**src/mmu_pkg.sv**
```systemverilog
package mmu_pkg;

    // virtual page number, two levels of index
    localparam int VPN_W      = 20;
    localparam int VPN_PART_W = 10;
    localparam int LEVELS     = 2;

    // level-1 index sits in the upper half of the vpn
    localparam int VPN1_LSB = VPN_PART_W;
    localparam int VPN1_MSB = VPN_W - 1;
    localparam int VPN0_LSB = 0;
    localparam int VPN0_MSB = VPN_PART_W - 1;

    // physical page number, also used as a table base
    localparam int PPN_W = 22;

    // entries are 4 bytes wide, so the index is shifted by two
    localparam int PTE_OFFSET_W = 2;

    // byte address on the read port: base, index, entry offset
    localparam int MEM_ADDR_W = PPN_W + VPN_PART_W + PTE_OFFSET_W;

    // level encoding for the walk
    localparam logic TOP_LEVEL  = 1'b1;
    localparam logic LEAF_LEVEL = 1'b0;

endpackage
```
**src/pte_pkg.sv**
```systemverilog
package pte_pkg;

    localparam int PTE_W = 32;

    // low byte of the entry holds the access bits
    localparam int FLAGS_W  = 8;
    localparam int RSW_W    = 2;
    localparam int PPN_LO_W = 10;
    localparam int PPN_HI_W = PTE_W - PPN_LO_W - RSW_W - FLAGS_W;

    localparam int V_BIT = 0;
    localparam int R_BIT = 1;
    localparam int W_BIT = 2;
    localparam int X_BIT = 3;

    // valid with r, w, x all clear marks a pointer to the next table
    localparam logic [3:0] PTR_CODE = 4'b0001;

    // bus response travels with every returned entry, zero is okay
    localparam int RESP_W = 2;

    typedef struct packed {
        logic [PPN_HI_W-1:0] ppn_hi;
        logic [PPN_LO_W-1:0] ppn_lo;
        logic [RSW_W-1:0]    rsw;
        logic [FLAGS_W-1:0]  flags;
    } pte_leaf_t;

    typedef struct packed {
        logic [mmu_pkg::PPN_W-1:0] next_table;
        logic [RSW_W-1:0]          rsw;
        logic [FLAGS_W-1:0]        flags;
    } pte_ptr_t;

    // one entry word, read as a leaf or as a pointer
    typedef union packed {
        pte_leaf_t leaf;
        pte_ptr_t  ptr;
    } pte_word_u;

    typedef enum logic [1:0] {
        step_descend      = 2'd0,
        step_leaf         = 2'd1,
        step_page_fault   = 2'd2,
        step_access_fault = 2'd3
    } walk_step_e;

endpackage

```
**src/walk_step_if.sv**
```systemverilog
`timescale 1ns/1ps

interface walk_step_if;

    logic                          step_valid;
    pte_pkg::walk_step_e           step;
    logic [mmu_pkg::PPN_W-1:0]     phys_ppn;
    logic [pte_pkg::FLAGS_W-1:0]   access_bits;
    logic [mmu_pkg::PPN_W-1:0]     next_table;

    modport decode (
        output step_valid,
        output step,
        output phys_ppn,
        output access_bits,
        output next_table
    );

    modport engine (
        input step_valid,
        input step,
        input next_table
    );

    modport result (
        input step_valid,
        input step,
        input phys_ppn,
        input access_bits
    );

endinterface

```
**src/pte_fetch_if.sv**
```systemverilog
`timescale 1ns/1ps

interface pte_fetch_if;

    logic [mmu_pkg::MEM_ADDR_W-1:0] address;
    logic                           read;
    logic [pte_pkg::PTE_W-1:0]      readdata;
    logic                           readdatavalid;
    logic                           waitrequest;
    logic [pte_pkg::RESP_W-1:0]     response;

    // engine issues reads and holds them under waitrequest
    modport engine (
        output address,
        output read,
        input  waitrequest,
        input  readdatavalid
    );

    // decode looks at the returned word and its response
    modport decode (
        input readdata,
        input response,
        input readdatavalid,
        input waitrequest
    );

endinterface

```
**src/ptw_top.sv**
```systemverilog
`timescale 1ns/1ps

module ptw_top (
    input  logic                           clk,
    input  logic                           rst_n,

    output logic [mmu_pkg::MEM_ADDR_W-1:0] avl_address,
    output logic                           avl_read,
    input  logic [pte_pkg::PTE_W-1:0]      avl_readdata,
    input  logic                           avl_readdatavalid,
    input  logic                           avl_waitrequest,
    input  logic [pte_pkg::RESP_W-1:0]     avl_response,

    input  logic                           resolve_request,
    output logic                           resolve_ack,
    input  logic [mmu_pkg::VPN_W-1:0]      virtual_address,
    input  logic [mmu_pkg::PPN_W-1:0]      matp_ppn,

    output logic                           resolve_done,
    output logic                           resolve_pagefault,
    output logic                           resolve_accessfault,
    output logic [pte_pkg::FLAGS_W-1:0]    resolve_access_bits,
    output logic [mmu_pkg::PPN_W-1:0]      resolve_physical_address
);

    logic                           level;
    logic                           walking;
    logic [mmu_pkg::VPN_PART_W-1:0] vpn_lo;

    pte_fetch_if u_fetch_if ();
    walk_step_if u_step_if ();

    // memory port onto the fetch bundle
    assign avl_address = u_fetch_if.address;
    assign avl_read    = u_fetch_if.read;

    assign u_fetch_if.readdata      = avl_readdata;
    assign u_fetch_if.readdatavalid = avl_readdatavalid;
    assign u_fetch_if.waitrequest   = avl_waitrequest;
    assign u_fetch_if.response      = avl_response;

    pte_decode u_decode (
        .fetch   (u_fetch_if.decode),
        .level   (level),
        .vpn_lo  (vpn_lo),
        .walking (walking),
        .step    (u_step_if.decode)
    );

    walk_engine u_engine (
        .clk             (clk),
        .rst_n           (rst_n),
        .resolve_request (resolve_request),
        .virtual_address (virtual_address),
        .matp_ppn        (matp_ppn),
        .resolve_ack     (resolve_ack),
        .level           (level),
        .vpn_lo          (vpn_lo),
        .walking         (walking),
        .fetch           (u_fetch_if.engine),
        .step            (u_step_if.engine)
    );

    walk_result u_result (
        .clk                      (clk),
        .rst_n                    (rst_n),
        .step                     (u_step_if.result),
        .resolve_done             (resolve_done),
        .resolve_pagefault        (resolve_pagefault),
        .resolve_accessfault      (resolve_accessfault),
        .resolve_access_bits      (resolve_access_bits),
        .resolve_physical_address (resolve_physical_address)
    );

endmodule

```
**src/walk_result.sv**
```systemverilog
`timescale 1ns/1ps

module walk_result (
    input  logic                         clk,
    input  logic                         rst_n,
    walk_step_if.result                  step,
    output logic                         resolve_done,
    output logic                         resolve_pagefault,
    output logic                         resolve_accessfault,
    output logic [pte_pkg::FLAGS_W-1:0]  resolve_access_bits,
    output logic [mmu_pkg::PPN_W-1:0]    resolve_physical_address
);

    logic final_step;

    // anything but a descend finishes the walk
    assign final_step = step.step_valid && (step.step != pte_pkg::step_descend);

    always_ff @(posedge clk or negedge rst_n) begin
        if (!rst_n) begin
            resolve_done        <= 1'b0;
            resolve_pagefault   <= 1'b0;
            resolve_accessfault <= 1'b0;
        end else begin
            resolve_done <= final_step;
            if (final_step) begin
                resolve_pagefault   <= (step.step == pte_pkg::step_page_fault);
                resolve_accessfault <= (step.step == pte_pkg::step_access_fault);
            end
        end
    end

    // translation held until the next done
    always_ff @(posedge clk) begin
        if (final_step) begin
            resolve_physical_address <= step.phys_ppn;
            resolve_access_bits      <= step.access_bits;
        end
    end

endmodule

```
**src/walk_engine.sv**
```systemverilog
`timescale 1ns/1ps

module walk_engine (
    input  logic                           clk,
    input  logic                           rst_n,
    input  logic                           resolve_request,
    input  logic [mmu_pkg::VPN_W-1:0]      virtual_address,
    input  logic [mmu_pkg::PPN_W-1:0]      matp_ppn,
    output logic                           resolve_ack,
    output logic                           level,
    output logic [mmu_pkg::VPN_PART_W-1:0] vpn_lo,
    output logic                           walking,
    pte_fetch_if.engine                    fetch,
    walk_step_if.engine                    step
);

    logic                           read_issued;
    logic                           accept;
    logic                           descend;
    logic [mmu_pkg::PPN_W-1:0]      table_base;
    logic [mmu_pkg::VPN_W-1:0]      saved_vpn;
    logic [mmu_pkg::VPN_PART_W-1:0] vpn_hi;
    logic [mmu_pkg::VPN_PART_W-1:0] vpn_index;

    assign resolve_ack = !walking;
    assign accept      = resolve_request && resolve_ack;
    assign descend     = step.step_valid && (step.step == pte_pkg::step_descend);

    assign vpn_hi = saved_vpn[mmu_pkg::VPN1_MSB:mmu_pkg::VPN1_LSB];
    assign vpn_lo = saved_vpn[mmu_pkg::VPN0_MSB:mmu_pkg::VPN0_LSB];

    // pick the index of the level being walked
    assign vpn_index = (level == mmu_pkg::TOP_LEVEL) ? vpn_hi : vpn_lo;

    assign fetch.address = {table_base, vpn_index, {mmu_pkg::PTE_OFFSET_W{1'b0}}};
    assign fetch.read    = walking && !read_issued;

    // idle / walking state, level and issue tracking
    always_ff @(posedge clk or negedge rst_n) begin
        if (!rst_n) begin
            walking     <= 1'b0;
            read_issued <= 1'b0;
            level       <= mmu_pkg::TOP_LEVEL;
        end else if (!walking) begin
            read_issued <= 1'b0;
            level       <= mmu_pkg::TOP_LEVEL;
            if (accept) begin
                walking <= 1'b1;
            end
        end else begin
            if (fetch.read && !fetch.waitrequest) begin
                read_issued <= 1'b1;
            end
            if (descend) begin
                level       <= mmu_pkg::LEAF_LEVEL;
                read_issued <= 1'b0;
            end else if (step.step_valid) begin
                // leaf or fault ends the walk
                walking <= 1'b0;
            end
        end
    end

    // request and table base captured on acceptance
    always_ff @(posedge clk) begin
        if (accept) begin
            saved_vpn  <= virtual_address;
            table_base <= matp_ppn;
        end else if (walking && descend) begin
            table_base <= step.next_table;
        end
    end

endmodule

```
**src/pte_decode.sv**
```systemverilog
`timescale 1ns/1ps

module pte_decode (
    pte_fetch_if.decode                    fetch,
    input  logic                           level,
    input  logic [mmu_pkg::VPN_PART_W-1:0] vpn_lo,
    input  logic                           walking,
    walk_step_if.decode                    step
);

    pte_pkg::pte_word_u  pte;
    pte_pkg::walk_step_e step_kind;

    logic accepted;
    logic pma_error;
    logic pte_invalid;
    logic pte_is_leaf;
    logic pte_is_pointer;
    logic pte_misaligned;

    assign pte = fetch.readdata;

    // response only counts while a walk is running
    assign accepted = walking && fetch.readdatavalid && !fetch.waitrequest;

    assign pma_error = (fetch.response != '0);

    assign pte_invalid = !pte.leaf.flags[pte_pkg::V_BIT] ||
                         (!pte.leaf.flags[pte_pkg::R_BIT] && pte.leaf.flags[pte_pkg::W_BIT]);

    assign pte_is_leaf = pte.leaf.flags[pte_pkg::R_BIT] || pte.leaf.flags[pte_pkg::X_BIT];

    assign pte_is_pointer = (pte.ptr.flags[3:0] == pte_pkg::PTR_CODE);

    // megapage must have its low ppn part clear
    assign pte_misaligned = (level == mmu_pkg::TOP_LEVEL) && (pte.leaf.ppn_lo != '0);

    always_comb begin
        if (pma_error) begin
            step_kind = pte_pkg::step_access_fault;
        end else if (pte_invalid) begin
            step_kind = pte_pkg::step_page_fault;
        end else if (pte_is_leaf) begin
            if (pte_misaligned) begin
                step_kind = pte_pkg::step_page_fault;
            end else begin
                step_kind = pte_pkg::step_leaf;
            end
        end else if (pte_is_pointer) begin
            // no table below level 0
            if (level == mmu_pkg::TOP_LEVEL) begin
                step_kind = pte_pkg::step_descend;
            end else begin
                step_kind = pte_pkg::step_page_fault;
            end
        end else begin
            step_kind = pte_pkg::step_page_fault;
        end
    end

    assign step.step_valid = accepted;
    assign step.step       = step_kind;

    // megapage keeps the level-0 index of the request
    assign step.phys_ppn = {pte.leaf.ppn_hi,
                            (level == mmu_pkg::TOP_LEVEL) ? vpn_lo : pte.leaf.ppn_lo};

    assign step.access_bits = pte.leaf.flags;
    assign step.next_table  = pte.ptr.next_table;

endmodule

```
**config.mk**
```make
export PLATFORM = sky130hd
export DESIGN_NAME = ptw_top
export DESIGN_NICKNAME = d
export VERILOG_FILES = /design/src/mmu_pkg.sv /design/src/pte_pkg.sv /design/src/walk_step_if.sv /design/src/pte_fetch_if.sv /design/src/ptw_top.sv /design/src/walk_result.sv /design/src/walk_engine.sv /design/src/pte_decode.sv
export SDC_FILE = /design/constraint.sdc
export NUM_CORES = 1
export LEC_CHECK = 0
export ABC_AREA = 1
export BUFFER_PORTS_ARGS = -buffer_cell sky130_fd_sc_hd__buf_2
export CORE_ASPECT_RATIO = 1.1
export CORE_UTILIZATION = 35
export CTS_CLUSTER_SIZE = 40
export DETAILED_ROUTE_END_ITERATION = 6
export PLACE_DENSITY_LB_ADDON = 0.08
export SLEW_MARGIN = 20
export SYNTH_ARGS = -nofsm -noshare
export SYNTH_HDL_FRONTEND = slang
export SYNTH_SLANG_ARGS = --single-unit
```
**constraint.sdc**
```tcl
create_clock -name clk -period 2.35 [get_ports clk]
set_input_delay 0.47 -clock clk [delete_from_list [all_inputs] [get_ports clk]]
set_output_delay 0.47 -clock clk [all_outputs]
set_load 0.05 [all_outputs]
```
==> results of run 1 <==
==> state kept, by name, summed over array words and instances (netlist names), 8 cells and up <==
name,cells
u_engine.saved_vpn,20
u_engine.table_base,22
u_result.resolve_access_bits,8
u_result.resolve_physical_address,22
==> layer usage <==
metal / GRT usage / vias up
met5: 0 / -
met4: 0.0733 / 0
met3: 0.0402 / 10
met2: 0.243 / 90
met1: 0.178 / 1006
li1: - / 1154
==> through the flow <==
step / std cells / hold WS [ps]
detailed placement: 508 / 299
global placement: 508 / 296
floorplan: 256 / 174
finish: 525 / 301
global route: 525 / 274
CTS: 525 / 280
==> path summary, 6_finish.rpt <==
path                                                    from  depth (start not counted)  slack, ps                           end
worst max-delay path                          u_engine.level                          4        240                avl_address[6]
worst min-delay path                      virtual_address[3]                          1        300         u_engine.saved_vpn[3]
worst max register to register                u_engine.level                          5        580        u_engine.table_base[9]
worst min register to register  u_result.resolve_accessfault                          2        490  u_result.resolve_accessfault
max in group asynchronous                              rst_n                          2       1650                u_engine.level
min in group asynchronous                              rst_n                          2        480         u_result.resolve_done
==> kinds of logic after synthesis <==
kind of cell	count (synthesis)	synth area share
AO/OA/AOI/OAI	22	0.0360
buffers and inverters	29	0.0421
flip-flops	78	0.756
other	1	0.00123
AND/OR/NAND/NOR	125	0.165
==> power by group <==
group          leakage (nW)  total (mW)  switching [mW]  internal [mW]
clock network        0.0899       0.966           0.479          0.487
registers             0.740        1.88          0.0682           1.81
logic                  1.08        1.31            1.02          0.294
==> cells in the final DEF, fill, tap and decap left out, types with 4 or more instances in the layout <==
cell and n:
nand2_1 104, nor2_1 7, buf_2 145, clkbuf_8 9, o21ai_0 21, nand3_1 5, inv_1 16, buf_4 4
edfxtp_1 72, dfrtp_1 5
==> timing repair <==
| item | in CTS | in global routing |
|---|---|---|
| endpoints found under the hold margin | 5 | 0 |
| hold buffers | 1 | 0 |
| endpoints found under the setup margin | 0 | 0 |
==> final cells by class <==
type | count | area, µm² | area share
multi-input cells | 149 | 622 | 0.150
flip-flops and latches | 78 | 2310 | 0.559
well taps | 111 | 139 | 0.0335
inverters | 19 | 71.3 | 0.0172
clock inverters | 6 | 62.6 | 0.0151
clock buffers | 10 | 128 | 0.0308
repair buffers | 152 | 806 | 0.195
==> flow_metrics.env, run 1 <==
export IMPL_status="finished clean"
export IMPL_total_power_mw=4.16
export IMPL_ctsLongestPathBuffers=2
export IMPL_numCtsBuffers=9
export IMPL_cp_max_fo=30
export IMPL_initial_core_util=0.362
export IMPL_fin_util=0.490
export IMPL_cts_tree="built"
export IMPL_maxCapViolations=0
export IMPL_grt_overflow_total=0
export IMPL_end_kind="output port"
export IMPL_worstMarginPinSlew_ps=528
export IMPL_cts_resized=0
export IMPL_top_layer="met4"
export IMPL_worstPathBufferInverterCount=2
export IMPL_vias_per_cell=4.30
export IMPL_path_cells="buf_4, nand2_1, nand2_1, buf_2"
export IMPL_hold_path_class="primary input to register"
export IMPL_fin_setup_tns_ps=0
export IMPL_drt_wl_total_mm=6.56
export IMPL_cts_root_buf="clkbuf_8"
export IMPL_area_growth_pct=35.3
export IMPL_dp_hpwl_mm=4.86
export IMPL_hold_violations=0
export IMPL_fin_crit_ps=2110
export IMPL_ios=150
export IMPL_cts_setup_buffers=0
export IMPL_fillers=832
export IMPL_grt_pass1_wl_mm=10.0
export IMPL_slew_headroom=0.647
export IMPL_diodes=0
export IMPL_critical_path_required_ps=1880
export IMPL_drt_first_iter_violations=119
export IMPL_die_area_mm2=0.00912
export IMPL_antenna_found_initial=0
export IMPL_firstDrtPassIters=4
export IMPL_layout_drive_gt1_share=0.420
export IMPL_ys_ff_latch=78
export IMPL_crit_slowest_cell="dfstp_2"
export IMPL_yosysSeqAreaShare=0.756
export IMPL_wl_met1_mm=2.84
export IMPL_yosysMostFrequentCell="nand2_1"
export IMPL_cts_sinks=78
export IMPL_power_density_mw_per_mm2=1010
export IMPL_dr_wl_met3_um=431
export IMPL_netlist_area_mm2=0.00306
export IMPL_fin_area_mm2=0.00414
export IMPL_synth_cell_types=22
export IMPL_drc_errors=0
export IMPL_critPathLaunchType="register"
export IMPL_grt_max_degree=33
export IMPL_yosysTopAreaCell="edfxtp_1"
export IMPL_layout_nets=490
export IMPL_die_w_um=91.2
export IMPL_placed_cell_area_mm2=0.00394
export IMPL_max_freq_mhz=473
export IMPL_syn_inst=255
export IMPL_synth_main_ff_cell="edfxtp_1"
export IMPL_max_vdd_ir_drop_v=0.000407
export IMPL_grt_pass1_vias=2081
export IMPL_leakage_nw=1.91
export IMPL_clkTransAtPathRegs_ps=80
export IMPL_synthTopCellsByArea="edfxtp_1 71%, nand2_1 13%, dfrtp_1 4.1%, o21ai_0 3.4%, inv_1 2.0%"
export IMPL_row_count=35
export IMPL_port_buffer_count=145
export IMPL_wire_per_inst_um=12.5
export IMPL_synth_area_per_cell_um2=12.0
export IMPL_worst_setup_path_type="register to output port"
export IMPL_dp_slack_ps=380
export IMPL_max_stage_delay_ps=600
export IMPL_synth_edff_count=72
export IMPL_gp_congestion=0.785
export IMPL_rsz0062_at_grt="false"
export IMPL_clkLatencyLatePin_ps=340
export IMPL_gr_usage_all_layers=0.147
export IMPL_yosysTopAreaCellShare=0.706
export IMPL_drv_slew=0
export IMPL_synth_warnings=0
export IMPL_synth_common_cells="104 x nand2_1, 72 x edfxtp_1, 21 x o21ai_0, 16 x inv_1, 7 x nor2_1"
export IMPL_core_area_mm2=0.00845
export IMPL_fin_skew_ps=6.64
export IMPL_num_vias=2260
export IMPL_antenna_left=0
export IMPL_die_y_um=100
export IMPL_crit_family="flip-flops"
export IMPL_arrival_ps=1640
export IMPL_layout_setup_ws_ps=237
export IMPL_setup_viol=0
export IMPL_synth_async_reset_ratio=0.0769
export IMPL_crit_top_cell="nand2_1"
export IMPL_wl_met2_mm=3.17
export IMPL_final_period_utilization=0.899
export IMPL_cts_htree_levels=3
Note: power is estimated with default switching activity, not from simulation.
==> inputs of run 2 (changes only) <==
==> constraint.sdc (replaced) <==
create_clock -name clk -period 2.3 [get_ports clk]
set_input_delay 0.46 -clock clk [delete_from_list [all_inputs] [get_ports clk]]
set_output_delay 0.46 -clock clk [all_outputs]
set_load 0.05 [all_outputs]
==> flow_metrics.env, run 2 (synthesis results as in run 1) <==
export IMPL_fin_hold_ws_ps=287
export IMPL_final_cell_mix="145 x buf_2, 104 x nand2_1, 72 x edfxtp_1"
export IMPL_max_stage_delay_ps=610
export IMPL_cts_resized=0
export IMPL_min_to="u_engine.saved_vpn[17]"
export IMPL_die_y_um=100
export IMPL_die_area_mm2=0.00912
export IMPL_vias_per_cell=4.27
export IMPL_hold_violations=0
export IMPL_grt_overflow_total=0
export IMPL_fillers=798
export IMPL_min_path_cells=1
export IMPL_cts_sinks=78
export IMPL_max_freq_mhz=474
export IMPL_grt_pass1_vias=2097
export IMPL_cts_htree_levels=3
export IMPL_gr_usage_all_layers=0.146
export IMPL_cts_root_buf="clkbuf_8"
export IMPL_drt_first_iter_violations=77
export IMPL_critPathLaunchType="register"
export IMPL_clkLatencyLatePin_ps=340
export IMPL_ios=150
export IMPL_port_buffer_count=145
export IMPL_cts_tree="built"
export IMPL_area_growth_pct=36.5
export IMPL_final_common_cell="buf_2"
export IMPL_rr_worst_depth=5
export IMPL_firstDrtPassIters=4
export IMPL_worst_setup_path_type="register to output port"
export IMPL_hold_path_startpoint="virtual_address[17]"
export IMPL_fin_area_mm2=0.00418
export IMPL_slew_headroom=0.648
export IMPL_ctsLongestPathBuffers=2
export IMPL_rsz0062_at_grt="false"
export IMPL_crit_family="flip-flops"
export IMPL_largest_registers="u_engine.table_base (22), u_result.resolve_physical_address (22), u_engine.saved_vpn (20)"
export IMPL_max_vdd_ir_drop_v=0.000403
export IMPL_power_density_mw_per_mm2=1040
export IMPL_grt_max_degree=33
export IMPL_fin_cells=525
export IMPL_die_w_um=91.2
export IMPL_layout_drive_gt1_share=0.420
export IMPL_fin_setup_tns_ps=0
export IMPL_cts_setup_buffers=0
export IMPL_dp_hpwl_mm=4.80
export IMPL_layout_nets=490
export IMPL_layout_setup_ws_ps=192
export IMPL_multi_input_area_um2=622
export IMPL_hold_path_class="primary input to register"
export IMPL_drv_slew=0
export IMPL_total_power_mw=4.36
export IMPL_cp_max_fo=27
export IMPL_dp_cells=508
export IMPL_r2r_slack_ps=610
export IMPL_fin_skew_ps=8.59
export IMPL_antenna_left=0
export IMPL_cts_hold_buf=1
export IMPL_critical_path_required_ps=1840
export IMPL_initial_core_util=0.362
export IMPL_drc_errors=0
export IMPL_fin_crit_ps=2110
export IMPL_drt_wl_total_mm=6.39
export IMPL_crit_top_cell="nand2_1"
export IMPL_maxCapViolations=0
export IMPL_antenna_found_initial=0
export IMPL_grt_pass1_wl_mm=9.95
export IMPL_num_vias=2244
export IMPL_path_cells="buf_4, nand2_1, nand2_1, buf_2"
export IMPL_row_count=35
export IMPL_end_kind="output port"
export IMPL_clkTransAtPathRegs_ps=80
export IMPL_numCtsBuffers=9
export IMPL_core_area_mm2=0.00845
export IMPL_arrival_ps=1650
export IMPL_crit_slowest_cell="dfstp_2"
export IMPL_leakage_nw=1.93
export IMPL_timing_rr_start="u_engine.level"
export IMPL_diodes=0
export IMPL_worstMarginPinSlew_ps=527
export IMPL_status="finished clean"
export IMPL_regArea_mm2=0.00231
export IMPL_setup_viol=0
export IMPL_final_period_utilization=0.917
export IMPL_placed_cell_area_mm2=0.00395
export IMPL_wire_per_inst_um=12.2
export IMPL_fin_util=0.494
export IMPL_gp_congestion=0.775
export IMPL_worstPathBufferInverterCount=2
export IMPL_reg2reg_to="u_engine.table_base[13]"
export IMPL_dp_slack_ps=359
run 2: final cells by class:
cell class,instances,area share
clock buffer,10,0.0305
multi-input combinational,149,0.149
tap,111,0.0332
clock inverter,6,0.0207
timing repair buffer,152,0.196
inverter,19,0.0171
sequential,78,0.554
run 2: worst register-to-register path: stages (launching register included):
cell and delay [ps]:
dfstp_2 610, nand3_1 110, nor2_2 160, nand4_1 170, nand2_1 160, buf_12 190
run 2: worst max path at each step:
stage / startpoint / endpoint / slack [ps] / depth (start not counted)
floorplan: avl_readdata[15] / u_result.resolve_access_bits[0] / 300 / 9
global placement: avl_readdata[19] / u_result.resolve_physical_address[12] / 380 / 11
detailed placement: avl_readdata[19] / u_result.resolve_physical_address[6] / 360 / 11
CTS: u_engine.level / avl_address[5] / 160 / 4
global route: u_engine.level / avl_address[10] / 50 / 4
finish: u_engine.level / avl_address[10] / 190 / 4
run 2: routing by layer:
layer | part of all wire | GRT usage | vias up | wire length, µm
met5 | 0 | 0 | - | 0
met4 | 0.023 | 0.0904 | 0 | 146
met3 | 0.062 | 0.0356 | 13 | 397
met2 | 0.48 | 0.236 | 92 | 3040
met1 | 0.44 | 0.177 | 987 | 2800
li1 | - | - | 1152 | -
run 2: power by group:
part	internal [mW]	switching (mW)	total, mW
sequential	1.85	0.0667	1.92
clock	0.610	0.474	1.08
combinational	0.312	1.05	1.36
